## src/mem_pkg.sv

```systemverilog
/* Response codes, master IDs and the traffic data pattern shared by the
   memory subsystem RTL. Compile ahead of every module that names it. */
`default_nettype none

package mem_pkg;

   typedef logic [1:0] axi_resp_t;
   typedef logic [3:0] axi_id_t;

   localparam axi_resp_t RESP_OKAY   = 2'b00;
   localparam axi_resp_t RESP_SLVERR = 2'b10;

   // Fixed master IDs, echoed on bid and rid
   localparam axi_id_t HOST_ID = 4'h1;
   localparam axi_id_t TG_ID   = 4'h2;

   // Traffic data is the word address XOR this
   localparam logic [31:0] TG_PATTERN = 32'hC3A5_5A96;

endpackage

`default_nettype wire

```

## src/axi_mem_mux.sv

```systemverilog
/* Two-to-one AXI-MM steering toward the external memory, chosen by sel.
   sel low passes the host port (s0), high the traffic generator (s1).
   Purely combinational; clk and rst only clock the assertions. */
`timescale 1ns/100ps
`default_nettype none

module axi_mem_mux #(
   parameter int ADDR_W = 10,
   parameter int DATA_W = 32
) (
   input  logic                      clk,
   input  logic                      rst,
   input  logic                      sel,
   // Source 0, host port
   input  logic                      s0_awvalid, s0_wvalid, s0_wlast, s0_bready,
   input  logic                      s0_arvalid, s0_rready,
   input  mem_pkg::axi_id_t          s0_awid, s0_arid,
   input  logic [ADDR_W-1:0]         s0_awaddr, s0_araddr,
   input  logic [DATA_W-1:0]         s0_wdata,
   input  logic [DATA_W/8-1:0]       s0_wstrb,
   output logic                      s0_awready, s0_wready, s0_bvalid,
   output logic                      s0_arready, s0_rvalid, s0_rlast,
   output mem_pkg::axi_id_t          s0_bid, s0_rid,
   output mem_pkg::axi_resp_t        s0_bresp, s0_rresp,
   output logic [DATA_W-1:0]         s0_rdata,
   // Source 1, traffic generator
   input  logic                      s1_awvalid, s1_wvalid, s1_wlast, s1_bready,
   input  logic                      s1_arvalid, s1_rready,
   input  mem_pkg::axi_id_t          s1_awid, s1_arid,
   input  logic [ADDR_W-1:0]         s1_awaddr, s1_araddr,
   input  logic [DATA_W-1:0]         s1_wdata,
   input  logic [DATA_W/8-1:0]       s1_wstrb,
   output logic                      s1_awready, s1_wready, s1_bvalid,
   output logic                      s1_arready, s1_rvalid, s1_rlast,
   output mem_pkg::axi_id_t          s1_bid, s1_rid,
   output mem_pkg::axi_resp_t        s1_bresp, s1_rresp,
   output logic [DATA_W-1:0]         s1_rdata,
   // Toward the memory
   output logic                      m_awvalid, m_wvalid, m_wlast, m_bready,
   output logic                      m_arvalid, m_rready,
   output mem_pkg::axi_id_t          m_awid, m_arid,
   output logic [ADDR_W-1:0]         m_awaddr, m_araddr,
   output logic [DATA_W-1:0]         m_wdata,
   output logic [DATA_W/8-1:0]       m_wstrb,
   input  logic                      m_awready, m_wready, m_bvalid,
   input  logic                      m_arready, m_rvalid, m_rlast,
   input  mem_pkg::axi_id_t          m_bid, m_rid,
   input  mem_pkg::axi_resp_t        m_bresp, m_rresp,
   input  logic [DATA_W-1:0]         m_rdata
);

   // --------------------
   // Requests from the selected source
   assign m_awvalid = sel ? s1_awvalid : s0_awvalid;
   assign m_awid    = sel ? s1_awid    : s0_awid;
   assign m_awaddr  = sel ? s1_awaddr  : s0_awaddr;
   assign m_wvalid  = sel ? s1_wvalid  : s0_wvalid;
   assign m_wdata   = sel ? s1_wdata   : s0_wdata;
   assign m_wstrb   = sel ? s1_wstrb   : s0_wstrb;
   assign m_wlast   = sel ? s1_wlast   : s0_wlast;
   assign m_bready  = sel ? s1_bready  : s0_bready;
   assign m_arvalid = sel ? s1_arvalid : s0_arvalid;
   assign m_arid    = sel ? s1_arid    : s0_arid;
   assign m_araddr  = sel ? s1_araddr  : s0_araddr;
   assign m_rready  = sel ? s1_rready  : s0_rready;

   // --------------------
   // Ready and responses, zero toward the idle side
   assign s0_awready = !sel ? m_awready : 1'b0;
   assign s0_wready  = !sel ? m_wready  : 1'b0;
   assign s0_bvalid  = !sel ? m_bvalid  : 1'b0;
   assign s0_bid     = !sel ? m_bid     : '0;
   assign s0_bresp   = !sel ? m_bresp   : '0;
   assign s0_arready = !sel ? m_arready : 1'b0;
   assign s0_rvalid  = !sel ? m_rvalid  : 1'b0;
   assign s0_rid     = !sel ? m_rid     : '0;
   assign s0_rdata   = !sel ? m_rdata   : '0;
   assign s0_rresp   = !sel ? m_rresp   : '0;
   assign s0_rlast   = !sel ? m_rlast   : 1'b0;

   assign s1_awready = sel ? m_awready : 1'b0;
   assign s1_wready  = sel ? m_wready  : 1'b0;
   assign s1_bvalid  = sel ? m_bvalid  : 1'b0;
   assign s1_bid     = sel ? m_bid     : '0;
   assign s1_bresp   = sel ? m_bresp   : '0;
   assign s1_arready = sel ? m_arready : 1'b0;
   assign s1_rvalid  = sel ? m_rvalid  : 1'b0;
   assign s1_rid     = sel ? m_rid     : '0;
   assign s1_rdata   = sel ? m_rdata   : '0;
   assign s1_rresp   = sel ? m_rresp   : '0;
   assign s1_rlast   = sel ? m_rlast   : 1'b0;

   // --------------------
   logic any_vld;

   assign any_vld = s0_awvalid | s0_wvalid | s0_arvalid | s1_awvalid | s1_wvalid | s1_arvalid
                  | m_bvalid | m_rvalid;

   // Switching is only legal with the whole path quiet
   a_sel_quiet: assert property (@(posedge clk) disable iff (rst)
      $changed(sel) |-> !any_vld && !$past(any_vld));

   // The idle side raises no request, so it never waits on a ready it cannot see
   a_idle_side: assert property (@(posedge clk) disable iff (rst)
      (sel ? (s0_awvalid | s0_wvalid | s0_arvalid)
           : (s1_awvalid | s1_wvalid | s1_arvalid)) == 1'b0);

endmodule

`default_nettype wire

```

## config.mk

```make
export PLATFORM = sky130hd
export DESIGN_NAME = axi_mem_mux
export DESIGN_NICKNAME = d
export VERILOG_FILES = /design/src/mem_pkg.sv /design/src/axi_mem_mux.sv
export SDC_FILE = /design/constraint.sdc
export NUM_CORES = 1
export LEC_CHECK = 0
export BUFFER_PORTS_ARGS = -buffer_cell sky130_fd_sc_hd__buf_2
export CORE_AREA = 4 4 140 142
export DETAILED_ROUTE_END_ITERATION = 6
export DIE_AREA = 0 0 144 146
export SLEW_MARGIN = 10
export SYNTH_ARGS = -nofsm -noshare
export SYNTH_HDL_FRONTEND = slang
export SYNTH_SLANG_ARGS = --single-unit
```

## constraint.sdc

```tcl
create_clock -name vclk -period 0.96
set_input_delay 0.096 -clock vclk [all_inputs]
set_output_delay 0.096 -clock vclk [all_outputs]
set_load 0.03 [all_outputs]
```

# After elaboration in Yosys (flattened, before gate mapping)
# Index checks and enable logic that the tools add are counted.
[word_totals]
register_bits = 0
[classes]
muxes = 34
[ops]
columns = ["operator", "n"]
rows = [
  ["32-bit two-way mux", 3],
  ["4-bit two-way mux", 7],
  ["10-bit two-way mux", 2],
  ["1-bit two-way mux", 18],
  ["2-bit two-way mux", 4],
]

# Depth between registers and ports, before layout
[logic_depth]
depth_word = 1
depth_mapped = 4
mapped_depth_nobuf = 1

# Worst setup path after synthesis
# Ideal clock, no wire load.
[synth_timing]
path_kind = "input port to output port"
startpoint = "input sel"
endpoint = "output s0_arready"
slack_ns = -0.152
stages = 4
arrival_ns = 1.016
required_time_ns = 0.864
cell_sequence = "buf_4 buf_4 buf_2 nor2b_1"
[synth_between]
elab_chain_len = 1
[synth_lines]
columns = ["item", "line_no", "rtl"]
rows = [
  ["start, declared", "axi_mem_mux.sv:13", "input logic sel,"],
  ["1-bit two-way mux", "axi_mem_mux.sv:74", "assign s0_arready = !sel ? m_arready : 1'b0;"],
  ["end, declared", "axi_mem_mux.sv:22", "output logic s0_arready, s0_rvalid, s0_rlast,"],
]
# Every way passes these cells.

# Worst setup path after layout
[layout_timing]
startpoint = "input sel"
endpoint = "output m_wdata[18]"
[layout_between]
elab_chain_len = 1
[layout_lines]
columns = ["item", "line_no", "rtl"]
rows = [
  ["32-bit two-way mux", "axi_mem_mux.sv:58", "assign m_wdata = sel ? s1_wdata : s0_wdata;"],
  ["end, declared", "axi_mem_mux.sv:43", "output logic [DATA_W-1:0] m_wdata,"],
]
# Every way passes these cells.

==> summary.txt <==
Run status
  – Status: complete, but fails checks
  – Failing checks: negative setup slack

Finish
  – Share of layout cells above drive strength 1: 91.2%
  – Final core occ: 27.2%
  – Register area: 0 sq um
  – Area growth, synth to finish: 176%
  – Clkbuf count: 0
  – Seq cells: 0
  – ANT cells: 0
  – Final net count: 751
  – Post-route cell area: 5020 sq um

Synthesis
  – Post-synthesis xor/xnor area fraction: 0%
  – Ys Warns: 0
  – Synth Area in Adders: 0%
  – Simple-Gate Fraction of Synth Area: 34.4%
  – Sequential-to-total area share from yosys stat: 0%
  – Synthesized area: 1820 sq um
  – Main combinational cell family by area after synthesis: multiplexers
  – Distinct cells, synth: 6
  – Mux contribution to synthesized area: 57.7%
  – Post-Synthesis Cells: 189
  – Compound-cell area share of the yosys netlist: 0%
  – Syn_area_per_cell: 9.63 sq um
  – Syn_nets: 382

Min path
  – Hold Startpoint: s1_wdata[21]
  – Worst Hold Class: primary input to output pin

Timing
  – RSZ-0062 raised after global routing: true
  – Pins Over Slew Limit: 0
  – Final hold vios: 0
  – Relative slew margins: 87.6%
  – Setup violations, final: 6
  – Actual slew at the worst max-slew pin: 0.188 ns
  – Tmin final: 0.964 ns
  – Final period util: 100%
  – Fmax: 1.04 GHz
  – Post-route setup TNS: -0.0169 ns
  – Worst Slack Setup Final: -0.00440 ns

Critical path
  – CP max stage cell: mux2_4
  – Worst Setup SP: sel
  – CP peak stage delay: 0.32 ns
  – Crit path max fanout: 15
  – Element type at the critical path end: output pin
  – Startpoint types: primary input
  – WP data required: 0.86 ns
  – Crit path DAT: 0.87 ns
  – Crit path cell chain: buf_16 -> buf_16 -> mux2_4 -> buf_6
  – Most used cell, CP: buf_16
  – Critical path class: primary input to output pin

Floorplan
  – Initial Util: under 10%
  – Die area: about 21,000 sq um
  – Io pins: 363
  – FP Rows: 50
  – Width of the die: 144 um
  – Core area: 18,500 sq um
  – Die Ht: 146 um

Place
  – Port-buffer cells: 361
  – HPWL after DPL: 9340 um
  – Placed instance area: 4100 sq um
  – Pre-CTS WS: -0.176 ns
  – Routability Congestion: 0.790

Global route
  – Tot GR Track Use: 9.01%
  – Initial antenna violation count: 2
  – Vias in the first global route: 2,873
  – Largest net degree at the start of global routing: 28
  – GRT overflow: 0
  – First-pass GRT wire length: 15,200 um

Pwr
  – Power Total: 3.21 mW
  – Pwr/cell area: approximately 640 nW/um^2
  – Leakage: 2.80 nW
  – IR drop worst, VDD: 0.241 mV

Drt
  – Starting DRT DRC Count: 49
  – Wire per inst: between 10 and 15 um
  – Post-route DRC: 0
  – Routed WL: 11,600 um
  – Total number of vias: 2,811
  – Vias/cell: 3.56
  – ANT nets after route: 0
  – Drt pass-1 iters: 4

Job
  – Max-Cap Viols: 0
report_power, final:
part | internal (mW) | switching, mW
sequential | 0 | 0
clock | 0 | 0
combinational | 1.57 | 1.64
total | 1.57 | 1.64
worst paths after layout:
| kind | to | slack [ns] | cells past startpoint |
|---|---|---|---|
| max | m_wdata[18] | -0.004 | 4 |
| min | m_wdata[21] | 0.52 | 3 |
synth_stat cells:
cell type	number	area share, %
mux2_4	70	58
and2_1	50	17
nor2b_1	50	17
buf_2	10	2.7
buf_6	7	4.3
buf_4	2	0.82
routing by layer:
metal  share of wire [%]  track usage, %  vias to the layer above
li1                    -               -                     1364
met1                  36            10.1                     1234
met2                  54            18.1                      201
met3                 9.2            1.64                        8
met4                0.36           0.235                        4
met5                0.35               0                        -
final cells by class:
type	instances	area, sq um
Timing Repair Buffer	386	2870
Tap cell	234	293
Multi-Input combinational cell	170	1850
Fill cell	1933	13400
critical path, delay by kind of cell:
kind,cells,cell delay [ns]
muxes,1,0.32
buffers and inverters,3,0.44
per-stage QoR:
| step | hold slack (ns) | cells |
|---|---|---|
| after floorplan | 0.372 | 189 |
| after global placement | 0.559 | 781 |
| after detailed placement | 0.560 | 781 |
| after CTS | 0.517 | 787 |
| after global routing | 0.527 | 790 |
| final | 0.516 | 790 |
what timing repair did:
item | 4_1_cts | 5_1_grt
hold buffers | 0 | 0
setup buffers | 2 | 0
gates cloned | 4 | 3
resized for setup | 137 | 131
hold endpoints to repair | 0 | 0
setup endpoints to repair | 155 | 102
cell families (layout without fill, tap and decap cells):
kind of cell	Yosys count	count (layout)
simple gates	100	100
mux	70	70
buf+inv	19	386
cell usage in the layout (no fill, tap or decap), drive strengths merged:
| cell | instances |
|---|---|
| clkbuf | 12 |
| mux2 | 70 |
| and2 | 50 |
| nor2b | 50 |
| buf | 374 |
Note: power is estimated with default switching activity, not from simulation.
