$ cat config.mk
export PLATFORM = sky130hd
export DESIGN_NAME = mem_traffic_gen
export DESIGN_NICKNAME = d
export VERILOG_FILES = /design/src/mem_pkg.sv /design/src/mem_traffic_gen.sv
export SDC_FILE = /design/constraint.sdc
export NUM_CORES = 1
export LEC_CHECK = 0
export BUFFER_PORTS_ARGS = -buffer_cell sky130_fd_sc_hd__buf_2
export CORE_UTILIZATION = 44
export CTS_CLUSTER_SIZE = 30
export DETAILED_ROUTE_END_ITERATION = 10
export PLACE_DENSITY = 0.8
export SLEW_MARGIN = 20
export SYNTH_ARGS = -nofsm -noshare
export SYNTH_HDL_FRONTEND = slang
export SYNTH_SLANG_ARGS = --single-unit
export TNS_END_PERCENT = 1
$ cat constraint.sdc
create_clock -name clk -period 2.5 [get_ports clk]
set_input_delay 0.25 -clock clk [delete_from_list [all_inputs] [get_ports clk]]
set_output_delay 0.25 -clock clk [all_outputs]
set_load 0.02 [all_outputs]
$ cat src/mem_pkg.sv
/* Response codes, master IDs and the traffic data pattern shared by the
   memory subsystem RTL. Compile ahead of every module that names it. */
`default_nettype none

package mem_pkg;

   typedef logic [1:0] axi_resp_t;
   typedef logic [3:0] axi_id_t;

   localparam axi_resp_t RESP_OKAY   = 2'b00;
   localparam axi_resp_t RESP_SLVERR = 2'b10;

   // Fixed master IDs, echoed on bid and rid
   localparam axi_id_t HOST_ID = 4'h1;
   localparam axi_id_t TG_ID   = 4'h2;

   // Traffic data is the word address XOR this
   localparam logic [31:0] TG_PATTERN = 32'hC3A5_5A96;

endpackage

`default_nettype wire

$ cat src/mem_traffic_gen.sv
/* Memory exerciser. A tg_start strobe writes a pattern to tg_count words
   from tg_base, reads them back one at a time and counts bad reads. */
`timescale 1ns/100ps
`default_nettype none

module mem_traffic_gen #(
   parameter int ADDR_W = 10,
   parameter int DATA_W = 32
) (
   input  logic                      clk,
   input  logic                      rst,
   input  logic                      tg_start,
   input  logic [ADDR_W-1:0]         tg_base,
   input  logic [ADDR_W:0]           tg_count,
   output logic                      tg_done,
   output logic [ADDR_W:0]           tg_err_count,
   output logic                      tg_busy,
   // AXI master
   output logic                      s1_awvalid, s1_wvalid, s1_wlast, s1_bready,
   output logic                      s1_arvalid, s1_rready,
   output mem_pkg::axi_id_t          s1_awid, s1_arid,
   output logic [ADDR_W-1:0]         s1_awaddr, s1_araddr,
   output logic [DATA_W-1:0]         s1_wdata,
   output logic [DATA_W/8-1:0]       s1_wstrb,
   input  logic                      s1_awready, s1_wready, s1_bvalid,
   input  logic                      s1_arready, s1_rvalid, s1_rlast,
   input  mem_pkg::axi_id_t          s1_bid, s1_rid,
   input  mem_pkg::axi_resp_t        s1_bresp, s1_rresp,
   input  logic [DATA_W-1:0]         s1_rdata
);

   import mem_pkg::*;

   typedef enum logic [2:0] {ST_IDLE, ST_WR_REQ, ST_WR_RESP, ST_RD_REQ, ST_RD_RESP} state_t;

   state_t            state;
   logic [ADDR_W-1:0] base_q;
   logic [ADDR_W-1:0] addr_q;
   logic [ADDR_W:0]   count_q;
   logic [ADDR_W:0]   left_q;
   logic [DATA_W-1:0] pattern;
   logic              last_word;
   logic              bad_read;

   assign pattern    = DATA_W'(TG_PATTERN) ^ DATA_W'(addr_q);
   assign last_word  = (left_q == 1);
   // Wrong data and error response count once together
   assign bad_read   = (s1_rdata != pattern) || (s1_rresp != RESP_OKAY);

   assign s1_awid    = TG_ID;
   assign s1_arid    = TG_ID;
   assign s1_awaddr  = addr_q;
   assign s1_araddr  = addr_q;
   assign s1_wdata   = pattern;
   assign s1_wstrb   = '1;
   assign s1_wlast   = 1'b1;
   assign s1_bready  = 1'b1;
   assign s1_rready  = 1'b1;
   assign tg_busy    = (state != ST_IDLE);

   always_ff @(posedge clk) begin
      if (rst) begin
         state        <= ST_IDLE;
         s1_awvalid   <= 1'b0;
         s1_wvalid    <= 1'b0;
         s1_arvalid   <= 1'b0;
         tg_done      <= 1'b0;
         tg_err_count <= '0;
      end else begin
         tg_done <= 1'b0;
         case (state)
            ST_IDLE: if (tg_start) begin
               base_q       <= tg_base;
               addr_q       <= tg_base;
               count_q      <= tg_count;
               left_q       <= tg_count;
               tg_err_count <= '0;
               s1_awvalid   <= 1'b1;
               s1_wvalid    <= 1'b1;
               state        <= ST_WR_REQ;
            end
            ST_WR_REQ: begin
               if (s1_awready) s1_awvalid <= 1'b0;
               if (s1_wready)  s1_wvalid  <= 1'b0;
               if ((!s1_awvalid || s1_awready) && (!s1_wvalid || s1_wready)) begin
                  state <= ST_WR_RESP;
               end
            end
            ST_WR_RESP: if (s1_bvalid && s1_bid == TG_ID) begin
               if (last_word) begin
                  // Write phase over, restart from the base for readback
                  addr_q     <= base_q;
                  left_q     <= count_q;
                  s1_arvalid <= 1'b1;
                  state      <= ST_RD_REQ;
               end else begin
                  addr_q     <= addr_q + 1'b1;
                  left_q     <= left_q - 1'b1;
                  s1_awvalid <= 1'b1;
                  s1_wvalid  <= 1'b1;
                  state      <= ST_WR_REQ;
               end
            end
            ST_RD_REQ: if (s1_arready) begin
               s1_arvalid <= 1'b0;
               state      <= ST_RD_RESP;
            end
            default: if (s1_rvalid && s1_rlast && s1_rid == TG_ID) begin
               if (bad_read) tg_err_count <= tg_err_count + 1'b1;
               if (last_word) begin
                  tg_done <= 1'b1;
                  state   <= ST_IDLE;
               end else begin
                  addr_q     <= addr_q + 1'b1;
                  left_q     <= left_q - 1'b1;
                  s1_arvalid <= 1'b1;
                  state      <= ST_RD_REQ;
               end
            end
         endcase
      end
   end

   a_count_nz: assert property (@(posedge clk) disable iff (rst)
      (tg_start && !tg_busy) |-> tg_count != '0);

endmodule

`default_nettype wire

Word-level counts from Yosys, hierarchy flattened
Cells that the tools add are included.
{ "classes": {"addsub": 3, "eq_ne": 17, "muxes": 37, "bitwise_logic": 6, "reduce_logical": 29} }
{ "op_table": {"columns": ["op", "count"], "rows": [
  ["11-bit two-way mux", 8],
  ["10-bit two-way mux", 5],
  ["11-bit one-hot mux with 3 select lines", 1],
  ["32-bit != test", 1],
  ["10-bit one-hot mux with 3 select lines", 1],
  ["11-bit one-hot mux with 2 select lines", 1],
  ["2-bit != test (second input constant)", 8],
  ["5-bit NOT with 16-bit output", 1],
  ["3-bit two-way mux", 5],
  ["5-bit AND reduction", 3],
  ["3-bit one-hot mux with 4 select lines", 1],
  ["6-bit AND reduction", 2],
  ["3-bit nonzero test", 4],
  ["11-bit by 1-bit adder with 11-bit output (second input constant)", 1],
  ["11-bit by 1-bit == test with 1-bit output (second input constant)", 1],
  ["11-bit by 1-bit subtractor with 11-bit output (second input constant)", 1],
  ["10-bit by 1-bit adder with 10-bit output (second input constant)", 1],
  ["1-bit two-way mux", 10],
  ["1-bit one-hot mux with 3 select lines", 3],
  ["4-bit by 2-bit == test with 1-bit output (second input constant)", 2],
  ["3-bit by 2-bit == test with 1-bit output (second input constant)", 2],
  ["3-bit by 1-bit != test with 1-bit output (second input constant)", 2],
  ["2-bit nonzero test", 3],
  ["6-bit OR reduction", 1],
  ["12 further kinds", 24]
]} }
{ "word_totals": {"reg_bits": 60, "out_inout_bits": 83, "wordCells": 102} }

Logic depth before layout (Yosys ltp)
{ "logic_depth": {"depth_word": 6, "depth_mapped": 8} }

Worst setup path after synthesis
Ideal clock, no wire load.
{ "synth_timing": {"path_kind": "register to register", "from": "register left_q[0]", "to": "register left_q[0], enable pin", "setup_ns": 0.399, "t_arrival_ns": 2.128, "required_time_ns": 2.101, "slack_ns": -0.027, "path_stages_with_launch": 7, "n_path_buf": 1, "synth_period_minus_slack_ns": 2.527, "cell_sequence": "edfxtp_1 ha_1 and4b_1 buf_2 nor2_1 o21ai_0 nor2_1"} }
{ "synth_between": {"elab_chain_len": 3} }
{ "synth_lines": {"columns": ["item", "line", "text"], "rows": [
  ["start: declaration", "mem_traffic_gen.sv:40", "logic [ADDR_W:0] left_q;"],
  ["start signal: assignment", "mem_traffic_gen.sv:76", "left_q <= tg_count;"],
  ["start signal: assignment", "mem_traffic_gen.sv:93", "left_q <= count_q;"],
  ["start signal: assignment", "mem_traffic_gen.sv:98", "left_q <= left_q - 1'b1;"],
  ["11-bit by 1-bit == test with 1-bit output", "mem_traffic_gen.sv:46", "assign last_word = (left_q == 1);"],
  ["3-bit by 1-bit != test with 1-bit output (no line)", null, null],
  ["6-bit AND reduction (no line)", null, null]
]} }
No other way between the ends.
A chain may end at the register's enable or synchronous reset.

Worst setup path in the final report
{ "layout_timing": {"from": "register left_q[3]", "to": "register left_q[10], data pin"} }
{ "layout_between": {"elab_chain_len": 4, "word_cells_on_any_way": 7} }
{ "layout_lines": {"columns": ["item", "line", "text"], "rows": [
  ["11-bit by 1-bit subtractor with 11-bit output or 11-bit by 1-bit == test with 1-bit output (tied branches)", "mem_traffic_gen.sv:98, mem_traffic_gen.sv:115, mem_traffic_gen.sv:46", null],
  ["11-bit two-way mux (on tied branches)", "mem_traffic_gen.sv:110, mem_traffic_gen.sv:90", null],
  ["11-bit two-way mux (on tied branches)", "mem_traffic_gen.sv:108, mem_traffic_gen.sv:89", null],
  ["11-bit one-hot mux with 3 select lines *", "mem_traffic_gen.sv:71", "case (state)"]
]} }
Mark *: on every way between the ends. The rest lies on a longest branch, timed or not. The select of a mux whose other input is x is not followed.

==> key figures <==
Run status
  – Outcome: finished clean

Die
  – Core Footprint: 0.008217 mm2
  – Num ports: 157
  – Full die area: 0.008846 mm2
  – FP Rows: 33
  – Initial core utilization: 45.38%
  – Die height: 94.06 um
  – Die Wd: 94.06 um

Setup path
  – Worst Setup SP: left_q[3]
  – Crit-path max FO: 25
  – CP delay by family, top: simple AND/OR/NAND/NOR gates
  – Setup crit end kind: flop
  – Worst EP arrival: 2360 ps
  – Setup slack, reg-to-reg: 210 ps
  – Critical Path Stages: 6
  – CP max stage delay: 460 ps
  – Worst r2r dst: left_q[10]
  – Critical path's slowest cell: edfxtp_1
  – Worst reg2reg path startpoint: left_q[3]
  – CP Data Required Time: 2570 ps
  – R2R depth: 6
  – Crit Path Category: reg2reg
  – Worst Setup Start Kind: flop
  – CP Buf/Inv Count: 1
  – Crit-path cells: nor4_4, and4b_1, buf_4, nand2_4, o22ai_1, a21oi_1

Timing
  – Setup violators final: 0
  – Clk_skew: 6.607 ps
  – Slew Limit Fails: 0
  – Final worst path period need: 2289 ps
  – Final clock period utilization by the worst path: 91.55%
  – Endpoints failing hold: 0
  – RSZ-0062 raised after global routing: no
  – Fmax achieved: 0.4369 GHz
  – Slew HR: 56.00%
  – Worst-margin pin slew: 658.5 ps
  – Setup_tns: 0 ps
  – Min Hold Slack: 105.0 ps

Place
  – Area post-placement: 0.004262 mm2
  – Placer Congestion: 0.8027
  – Detail Placement HPWL: 6698 um
  – Number of port buffers: 117

Worst hold path
  – Hold depth: 1
  – HP Class: in2reg
  – WHS Endpoint: count_q[8]
  – Beginning of the worst hold path: tg_count[8]

Yosys
  – Synth area leader: edfxtp_1
  – Unique masters post-synth: 52
  – Area contributors post-synth: edfxtp_1 (34%), buf_4 (11%), dfxtp_1 (9.7%), o22ai_1 (6.4%), xnor2_1 (3.8%)
  – Synth Flop Type: edfxtp_1
  – Share of synthesized registers carrying an async set or reset: 0%
  – Yosys warns: 0
  – Seq/Total Area, Yosys: 43.49%
  – Yosys reg bits: 60
  – Avg Inst Size Synth: 9.761 um2
  – EDFF count, synth: 42
  – Area fraction of the dominant cell type after synthesis: 33.83%
  – Mapped Area: 0.003729 mm2
  – Post-Synthesis Cells: 382

Global route
  – All-Layer GR Usage: 21.75%
  – Vias in the first global route: 3202
  – First-pass GRT wire length: 14680 um
  – Largest net degree at the start of global routing: 26
  – Total grt overflow: 0
  – Initial antenna violation count: 1

CTS
  – Clock sink count: 60
  – Root Buffer: clkbuf_8
  – Clock latency at the later pin of the worst-skew pair: 330 ps
  – CTS Buf Count: 9
  – Htree depth: 3
  – Clock slew at reported path FFs: 70 ps
  – CTS tree: yes
  – Worst-case clock buffer depth: 2

Drt
  – Vias/cell: 5.490
  – DR pass1 iterations: 4
  – Iter 0 DRT Violations: 235
  – Vias post-DR: 3349
  – Post-Route WL: 9348 um
  – Drt drc: 0
  – Antenna viol nets, final: 0
  – Detailed-route wire length per cell: 15.32 um

Power and ir drop
  – Pleak: 1.839 nW
  – VDD IR-drop max: 0.2778 mV
  – Power after layout: 2.814 mW
  – Pwr Density: 628.0 mW/mm2

Finish
  – Fill cells: 752
  – Layout cells sized above 1: 31.75%
  – Final instance area: 0.004481 mm2
  – Final Net Count: 577
  – Most frequent cells in the layout: buf_2 (117), edfxtp_1 (42), o22ai_1 (38)
  – Area delta synth->final: 20.17%
  – Commonest non-fill, non-tap cell in the layout: buf_2
  – Layout Utilization: 54.53%

Flow run
  – Max-capacitance violation count: 0
## cell families after synthesis
| group | share of synthesized area [%] |
|---|---|
| buf+inv | 13.93 |
| simple gates | 18.29 |
| compound gates | 16.41 |
| fa+ha+maj | 1.342 |
| xor+xnor | 6.342 |
| other cells | 0.2014 |
| flops | 43.49 |
## cell usage after synthesis (all sizes together) (3+ instances only)
cell type,count
nand2,22
o22ai,38
o2bb2ai,3
nor4,6
dfxtp,18
edfxtp,42
xor2,11
or3,3
a21oi,25
nand4,9
nand3b,4
nor2,15
nand3,15
nor3,7
clkbuf,8
buf,59
nor2b,4
inv,16
ha,4
nor4b,4
xnor2,16
o21ai,4
o311ai,5
nor4bb,8
o31ai,5
## routing by layer
metal	track usage (%)	wire length, um	vias to the layer above	part of all wire (%)
met2	38.32	4655	156	50
met3	3.641	623	14	6.7
met1	24.88	3863	1595	41
li1	-	-	1584	-
met4	12.05	205	0	2.2
met5	0	0	-	0
## registers in the layout (all words and copies together), names as in the netlist, 3 cells and up
register,flops
state,3
tg_err_count,11
s1_araddr,10
base_q,10
count_q,11
left_q,11
## per-stage QoR
stage / std cells / setup WS [ps]
after floorplan: 417 / 299.9
after global placement: 590 / 118.0
after detailed placement: 590 / 5.288
after CTS: 606 / 36.12
after global routing: 610 / 50.57
final: 610 / 211.4
## power by group
group	total [mW]	switching, mW	internal, mW	leakage [nW]
sequential	1.24	0.0663	1.17	0.535
combinational	0.752	0.468	0.284	1.22
clock	0.824	0.370	0.454	0.0846
total	2.81	0.905	1.91	1.84
## worst register-to-register path, cell delays in order (launching register included)
cell	delay (ps)
edfxtp_1	460
nor4_4	410
and4b_1	300
buf_4	320
nand2_4	220
o22ai_1	230
a21oi_1	90
## worst max path at each step
stage	endpoint	slack, ps
final	left_q[10]	210
after global routing	left_q[10]	50
after CTS	s1_araddr[3]	40
after detailed placement	s1_araddr[4]	5
after global placement	s1_araddr[9]	120
after floorplan	left_q[0]	300
## final cells by class
cell class,count,area [um2],area share [%]
multi-input cells,274,1738,38.79
clock buffers,11,131.4,2.932
diodes,1,2.502,0.05585
clock inverters,5,52.55,1.173
repair buffers,138,743.2,16.59
well taps,105,131.4,2.932
flip-flops and latches,60,1622,36.19
inverters,16,60.06,1.340
## timing repair
item                                    CTS  global route
gates cloned                              0             0
gates resized for setup                   1             1
hold buffers                              0             0
pin swaps                                 0             1
setup buffers                             0             3
endpoints found under the setup margin    3            19
Power figures use the tool's default switching activity.
