==> config.mk <==
export PLATFORM = sky130hd
export DESIGN_NAME = mem_host_port
export DESIGN_NICKNAME = d
export VERILOG_FILES = /design/src/mem_pkg.sv /design/src/mem_host_port.sv
export SDC_FILE = /design/constraint.sdc
export NUM_CORES = 1
export LEC_CHECK = 0
export BUFFER_PORTS_ARGS = -buffer_cell sky130_fd_sc_hd__buf_2
export CORE_MARGIN = 10
export CORE_UTILIZATION = 42
export CTS_CLUSTER_SIZE = 14
export DETAILED_ROUTE_END_ITERATION = 8
export PLACE_DENSITY = 0.8
export SLEW_MARGIN = 20
export SYNTH_ARGS = -nofsm -noshare
export SYNTH_HDL_FRONTEND = slang
export SYNTH_SLANG_ARGS = --single-unit
==> constraint.sdc <==
create_clock -name clk -period 5.1 [get_ports clk]
set_input_delay 1.275 -clock clk [delete_from_list [all_inputs] [get_ports clk]]
set_output_delay 1.275 -clock clk [all_outputs]
set_load 0.02 [all_outputs]
==> src/mem_pkg.sv <==
/* Response codes, master IDs and the traffic data pattern shared by the
   memory subsystem RTL. Compile ahead of every module that names it. */
`default_nettype none

package mem_pkg;

   typedef logic [1:0] axi_resp_t;
   typedef logic [3:0] axi_id_t;

   localparam axi_resp_t RESP_OKAY   = 2'b00;
   localparam axi_resp_t RESP_SLVERR = 2'b10;

   // Fixed master IDs, echoed on bid and rid
   localparam axi_id_t HOST_ID = 4'h1;
   localparam axi_id_t TG_ID   = 4'h2;

   // Traffic data is the word address XOR this
   localparam logic [31:0] TG_PATTERN = 32'hC3A5_5A96;

endpackage

`default_nettype wire

==> src/mem_host_port.sv <==
/* Host access port. Each cmd_valid strobe becomes one single-beat AXI
   write or read; the result comes back as a one-cycle rsp_valid pulse. */
`timescale 1ns/100ps
`default_nettype none

module mem_host_port #(
   parameter int ADDR_W = 10,
   parameter int DATA_W = 32
) (
   input  logic                      clk,
   input  logic                      rst,
   input  logic                      cmd_valid,
   input  logic                      cmd_write,
   input  logic [ADDR_W-1:0]         cmd_addr,
   input  logic [DATA_W-1:0]         cmd_wdata,
   output logic                      rsp_valid,
   output logic [DATA_W-1:0]         rsp_rdata,
   output logic                      rsp_err,
   output logic                      busy,
   // AXI master
   output logic                      s0_awvalid, s0_wvalid, s0_wlast, s0_bready,
   output logic                      s0_arvalid, s0_rready,
   output mem_pkg::axi_id_t          s0_awid, s0_arid,
   output logic [ADDR_W-1:0]         s0_awaddr, s0_araddr,
   output logic [DATA_W-1:0]         s0_wdata,
   output logic [DATA_W/8-1:0]       s0_wstrb,
   input  logic                      s0_awready, s0_wready, s0_bvalid,
   input  logic                      s0_arready, s0_rvalid, s0_rlast,
   input  mem_pkg::axi_id_t          s0_bid, s0_rid,
   input  mem_pkg::axi_resp_t        s0_bresp, s0_rresp,
   input  logic [DATA_W-1:0]         s0_rdata
);

   import mem_pkg::*;

   typedef enum logic [1:0] {ST_IDLE, ST_REQ, ST_RESP} state_t;

   state_t            state;
   logic [ADDR_W-1:0] addr_q;
   logic [DATA_W-1:0] wdata_q;
   logic              req_done;
   logic              b_mine;
   logic              r_mine;

   assign s0_awid   = HOST_ID;
   assign s0_arid   = HOST_ID;
   assign s0_awaddr = addr_q;
   assign s0_araddr = addr_q;
   assign s0_wdata  = wdata_q;
   assign s0_wstrb  = '1;
   assign s0_wlast  = 1'b1;
   assign s0_bready = 1'b1;
   assign s0_rready = 1'b1;
   assign busy      = (state != ST_IDLE);

   // Every raised valid transfers in this cycle or already has
   assign req_done = (!s0_awvalid || s0_awready) && (!s0_wvalid || s0_wready)
                   && (!s0_arvalid || s0_arready);
   assign b_mine   = s0_bvalid && (s0_bid == HOST_ID);
   assign r_mine   = s0_rvalid && s0_rlast && (s0_rid == HOST_ID);

   always_ff @(posedge clk) begin
      if (rst) begin
         state      <= ST_IDLE;
         s0_awvalid <= 1'b0;
         s0_wvalid  <= 1'b0;
         s0_arvalid <= 1'b0;
         rsp_valid  <= 1'b0;
      end else begin
         rsp_valid <= 1'b0;
         case (state)
            ST_IDLE: if (cmd_valid) begin
               addr_q     <= cmd_addr;
               wdata_q    <= cmd_wdata;
               s0_awvalid <= cmd_write;
               s0_wvalid  <= cmd_write;
               s0_arvalid <= !cmd_write;
               state      <= ST_REQ;
            end
            ST_REQ: begin
               if (s0_awready) s0_awvalid <= 1'b0;
               if (s0_wready)  s0_wvalid  <= 1'b0;
               if (s0_arready) s0_arvalid <= 1'b0;
               if (req_done)   state      <= ST_RESP;
            end
            default: if (b_mine || r_mine) begin
               rsp_valid <= 1'b1;
               rsp_rdata <= r_mine ? s0_rdata : '0;
               rsp_err   <= r_mine ? (s0_rresp != RESP_OKAY) : (s0_bresp != RESP_OKAY);
               state     <= ST_IDLE;
            end
         endcase
      end
   end

   a_rsp_open: assert property (@(posedge clk) disable iff (rst)
      (s0_bvalid || s0_rvalid) |-> state != ST_IDLE);

endmodule

`default_nettype wire

======== Yosys cells after proc, flatten, opt, wreduce, memory -nomap -nowiden ========
Index checks and enable logic that the tools add are counted.
word-level totals
  flip-flop bits (word level) ............. 81
  input port bits ......................... 96
  output and inout bits ................... 105
  logic and storage cells ................. 60
operators by class
  equal/unequal tests ..................... 8
  multiplexer cells ....................... 14
  bitwise gates (word level) .............. 2
  reduce and logical (&&, ||, !) cells .... 27
operators with widths
  cell                                           number
  AND reduction 3 bit                            6
  inequality test 2 bit, second input constant   5
  == test 4 x 1 -> 1 bit, second input constant  2
  nonzero test 2 bit                             4
  two-way mux 1 bit                              7
  two-way mux 2 bit                              3
  case mux 1 bit (2 select lines)                3
  logical AND 1 bit                              5
  zero test 1 bit                                4
  logical OR 1 bit                               4
  case mux 2 bit (2 select lines)                1
  nonzero test 3 bit                             1
  OR reduction 3 bit                             1
  == test 2 x 1 -> 1 bit, second input constant  1
  zero test 2 bit                                1
  inverter 1 bit                                 2
  OR reduction 2 bit                             1

======== Depth between registers and ports, before layout ========
  depth in word-level cells ............... 6
  gate-level depth with buffers ........... 4
  depth with buffers taken out ............ 4

======== Least setup slack after synthesis ========
Ideal clock, no wire load.
  path type ............................... input to register
  start point ............................. input s0_rid[1]
  end point ............................... register rsp_err (enable)
  library setup time ...................... 0.464 ns
  arrival ................................. 4.083 ns
  required time ........................... 4.636 ns
  path slack .............................. 0.553 ns
  cell stages on the path ................. 4
  path buffers ............................ 0
  cells stage by stage .................... nand4b_4 nor3_4 a21oi_1 nor3_1
on the way
  cells in the longest elaborated chain, start to end .. 4
RTL lines
  what                                  line                 RTL
  start: declaration                    mem_host_port.sv:29  input mem_pkg::axi_id_t s0_bid, s0_rid,
  == test 4 x 1 -> 1 bit                mem_host_port.sv:60  assign r_mine = s0_rvalid && s0_rlast && (s0_rid == HOST_ID);
  logical AND 1 bit                     mem_host_port.sv:60
  logical OR 1 bit                      mem_host_port.sv:86  default: if (b_mine || r_mine) begin
  AND reduction 3 bit (no source line)  --
  end signal: assignment                mem_host_port.sv:89  rsp_err <= r_mine ? (s0_rresp != RESP_OKAY) : (s0_bresp != RESP_OKAY);
  end: declaration                      mem_host_port.sv:18  output logic rsp_err,
No other way between the ends.
A chain may end at the register's enable or synchronous reset.

======== Final worst setup path ========
  start point ............................. input s0_bid[3]
  end point ............................... register rsp_rdata[14] (enable)
on the way
  cells in the longest elaborated chain, start to end .. 4
RTL lines
  what                                  line                 RTL
  start: declaration                    mem_host_port.sv:29
  == test 4 x 1 -> 1 bit                mem_host_port.sv:59  assign b_mine = s0_bvalid && (s0_bid == HOST_ID);
  logical AND 1 bit                     mem_host_port.sv:59
  logical OR 1 bit                      mem_host_port.sv:86
  AND reduction 3 bit (no source line)  --
  end signal: assignment                mem_host_port.sv:88  rsp_rdata <= r_mine ? s0_rdata : '0;
  end: declaration                      mem_host_port.sv:17  output logic [DATA_W-1:0] rsp_rdata,
No other way between the ends.

==> flow_summary.toml <==
[sta]
maxSlewViolCount = 0
pin_slew_with_the_least_headroom_to_its_limit_ns = 0.510
finalHoldViolCount = 0
setup_viol = 0
grt_setup_unrepaired = "no"
clock-skew-final_ns = 0.00832
achievable-frequency_mhz = 409
slew-limit-headroom = 0.659
post-route-period-util = 0.479
layout_min_cycle_time_ns = 2.44
fin_hold_ws_ns = 0.501
postLayoutSetupSlackWorst_ns = 2.66
finalSetupTns_ns = 0

[floorplanning]
num_io_pins = 201
core.rowCount = 30
die_x_um = 105
coreArea_mm2 = 0.00691
floorplan.initialDensity = 0.441
die_area_mm2 = 0.0111
floorplan.die.height_um = 105

[route]
drc = 0
avgRoutedWirePerCell_um = 17.5
first_pass_iters = 6
via_count = 2021
drtAntennaViolNets = 0
detail_route.vias_per_cell = 4.36
routed_wirelength_um = 8100
drt_iter0_markers = 57

[worst_setup_path]
cp-start-kind = "primary input"
path_class = "in2reg"
worst_ep_required_time_ns = 5.10
worst-path-buf-inv = 2
crit_path_max_fanout = 33
cp_data_arrival_time_ns = 2.44
critical_path_cell_by_cell = "buf_2 -> nor4b_1 -> a21oi_1 -> nor3_2 -> buf_4"
endpoint_kind = "register"
timing.reg2reg.setup_slack_ns = 3.32
cpLargestDelayFamily = "simple AND/OR/NAND/NOR gates"
cpPeakStageDelay_ns = 0.39
critPathSlowestCell = "sky130_fd_sc_hd__nor4b_1"

[place]
pre_cts_ws_ns = 2.06
dp.cells = 447
estimated_wirelength_of_the_detail_placed_design_um = 6600
finalWeightedCongestion = 0.780
portBuffers = 185

[pwr]
share_of_power_burned_in_combinational_logic = 0.107
power.static_leakage_nw = 1.74
total_switching_power_uw = 335
seqPwrFrac = 0.553
cellPowerDensity_mw_per_mm2 = 329
power_report.internal_total_mw = 1.04
netSwitchingFraction = 0.244
clock_power_share = 0.340
irDropWorstVdd_uv = 161

[global_routing]
grtUsageTotal = 0.141
number_of_antenna_violations_at_the_first_check_in_global_routing = 0
grt_max_degree = 43
vias_in_the_first_global_route = 2203
wire_length_of_the_first_global_routing_pass_um = 11900
grt.overflow.total = 0

[yosys]
synth-xor-area-share = 0
post_synth_fa_ha_maj_area_fraction = 0
multiplexer_share_of_the_synthesized_area = 0
yosys.cell_types.count = 24
synth_compound_gate_area_share = 0.0197
synthesis.area_per_instance_um2 = 16.9
yosys_register_bits = 81
synthesis.area_mm2 = 0.00305
main_combinational_cell_family_by_area_after_synthesis = "simple AND/OR/NAND/NOR gates"
postSynthCellCount = 180
synth_simple_gate_area_share = 0.122
yosys_warnings = 0
yosysSeqAreaShare = 0.779

[cells_and_area]
count_of_inserted_antenna_diode_cells = 0
syn_to_final_growth_pct = 37.0
final_layout_size_suffix_gt1_frac = 0.595
final_instance_count_without_filler_cells = 464
fill_cells = 578
final_nets = 459

[clock_network]
cts-buffers-inserted = 9
clkTransAtPathRegs_ns = 0.08
clk_latency_ns = 0.35
tritoncts = "yes"
clock_sinks = 81
clock_tree.buffer_depth = 2
clock_tree.htree_level_count = 3
clockRootBuffer = "sky130_fd_sc_hd__clkbuf_8"
post_cts_resized = 0
post_cts_repair_timing_setup_buffer_count = 0
ctsHoldBuffers = 0

[job]
count_of_max_cap_constraint_violations = 0

[min_path]
hp-class = "reg2reg"

[run_status]
status = "finished, final reports clean"
## worst paths after layout
check,endpoint,cells after the start,start
setup / recovery,rsp_rdata[14]$_SDFFCE_PN0P_,5,s0_bid[3]
hold / removal,s0_wvalid$_SDFFE_PP0P_,2,s0_wvalid$_SDFFE_PP0P_
setup reg to reg,s0_araddr[1]$_DFFE_PP_,3,state[0]$_SDFFE_PP0P_
hold reg to reg,s0_wvalid$_SDFFE_PP0P_,2,s0_wvalid$_SDFFE_PP0P_
## worst min-delay path, stage by stage, from the launching register on
cell and delay [ns]:
sky130_fd_sc_hd__dfxtp_1 0.33, sky130_fd_sc_hd__nand3_1 0.07, sky130_fd_sc_hd__a21oi_1 0.06
## sequential cells by signal, indices dropped and copies added (netlist names)
register / flops
s0_arvalid: 1
state: 2
rsp_rdata: 32
rsp_err: 1
s0_awvalid: 1
s0_wvalid: 1
s0_araddr: 10
s0_wdata: 32
rsp_valid: 1
## power by group through the flow
stage	sequential [mW]	combinational, mW	clock (mW)
floorplan	0.803	0.0602	0
global placement	0.773	0.141	0
detailed placement	0.775	0.145	0
CTS	0.760	0.145	0.483
global route	0.762	0.160	0.507
finish	0.759	0.148	0.466
## cell type report
type                    instances  area (um2)  area share
inverters                       2        7.51     0.00180
multi-input cells              81         502       0.120
clock buffers                   9         124      0.0297
clock inverters                 7        78.8      0.0189
flip-flops and latches         81        2370       0.569
well taps                      96         120      0.0288
repair buffers                188         968       0.232
## cell usage after synthesis
cell type                   n  area share
sky130_fd_sc_hd__dfxtp_1    6       0.039
sky130_fd_sc_hd__nor2b_1    1      0.0021
sky130_fd_sc_hd__edfxtp_1  75        0.74
sky130_fd_sc_hd__conb_1     2      0.0025
sky130_fd_sc_hd__a211o_1    1      0.0029
sky130_fd_sc_hd__nand4b_4   1      0.0078
sky130_fd_sc_hd__nor4b_1    1      0.0029
sky130_fd_sc_hd__nor2_1     5      0.0062
sky130_fd_sc_hd__and2_1    22       0.045
sky130_fd_sc_hd__a311oi_2   1      0.0049
sky130_fd_sc_hd__nor3_4     1      0.0053
sky130_fd_sc_hd__nand2b_1   3      0.0062
sky130_fd_sc_hd__nand4_1    1      0.0021
sky130_fd_sc_hd__inv_1      2      0.0025
sky130_fd_sc_hd__clkbuf_1   1      0.0012
sky130_fd_sc_hd__and2_2    10       0.025
sky130_fd_sc_hd__nand2_1    4      0.0049
sky130_fd_sc_hd__nor3_1     3      0.0049
sky130_fd_sc_hd__a31oi_1    1      0.0021
sky130_fd_sc_hd__buf_6      3       0.011
sky130_fd_sc_hd__or3b_4     1      0.0037
sky130_fd_sc_hd__buf_4     25       0.062
sky130_fd_sc_hd__nand3_1    4      0.0066
sky130_fd_sc_hd__a21oi_1    6      0.0099
## layout by cell type (no fill, tap or decap), types with 2 or more instances in the layout
| cell | Yosys | final |
|---|---|---|
| sky130_fd_sc_hd__edfxtp_1 | 75 | 75 |
| sky130_fd_sc_hd__dfxtp_1 | 6 | 6 |
| sky130_fd_sc_hd__nand3_1 | 4 | 4 |
| sky130_fd_sc_hd__nor2_1 | 5 | 4 |
| sky130_fd_sc_hd__and2_2 | 10 | 10 |
| sky130_fd_sc_hd__nor3_1 | 3 | 2 |
| sky130_fd_sc_hd__nand2b_1 | 3 | 3 |
| sky130_fd_sc_hd__and2_1 | 22 | 22 |
| sky130_fd_sc_hd__nand2_1 | 4 | 4 |
| sky130_fd_sc_hd__buf_2 | 0 | 185 |
| sky130_fd_sc_hd__a21oi_1 | 6 | 6 |
| sky130_fd_sc_hd__conb_1 | 2 | 15 |
| sky130_fd_sc_hd__inv_1 | 2 | 2 |
| sky130_fd_sc_hd__clkbuf_8 | 0 | 9 |
| sky130_fd_sc_hd__clkinv_4 | 0 | 2 |
| sky130_fd_sc_hd__buf_4 | 25 | 2 |
## logic make-up (layout without fill, tap and decap cells)
kind of cell,Yosys count,count (layout)
AND/OR/NAND/NOR,57,57
buffers and inverters,31,206
other,2,15
flip-flops,81,81
AO/OA/AOI/OAI,9,9
## metrics by stage
stage	total power, mW	util	instance area [um2]
5_1_grt	1.43	0.604	4170
6_report	1.37	0.604	4170
4_1_cts	1.39	0.600	4150
2_1_floorplan	0.863	-	3090
3_3_place_gp	0.915	0.571	3940
3_5_place_dp	0.919	0.571	3940
## layer usage
layer  vias to the layer above  share of wire  global-route usage
met5                         -              0                   0
met4                         0          0.026              0.0873
met3                        15          0.091              0.0565
met2                       115           0.56               0.262
met1                       922           0.32               0.122
li1                        969              -                   -
Note: power is estimated with default switching activity, not from simulation.
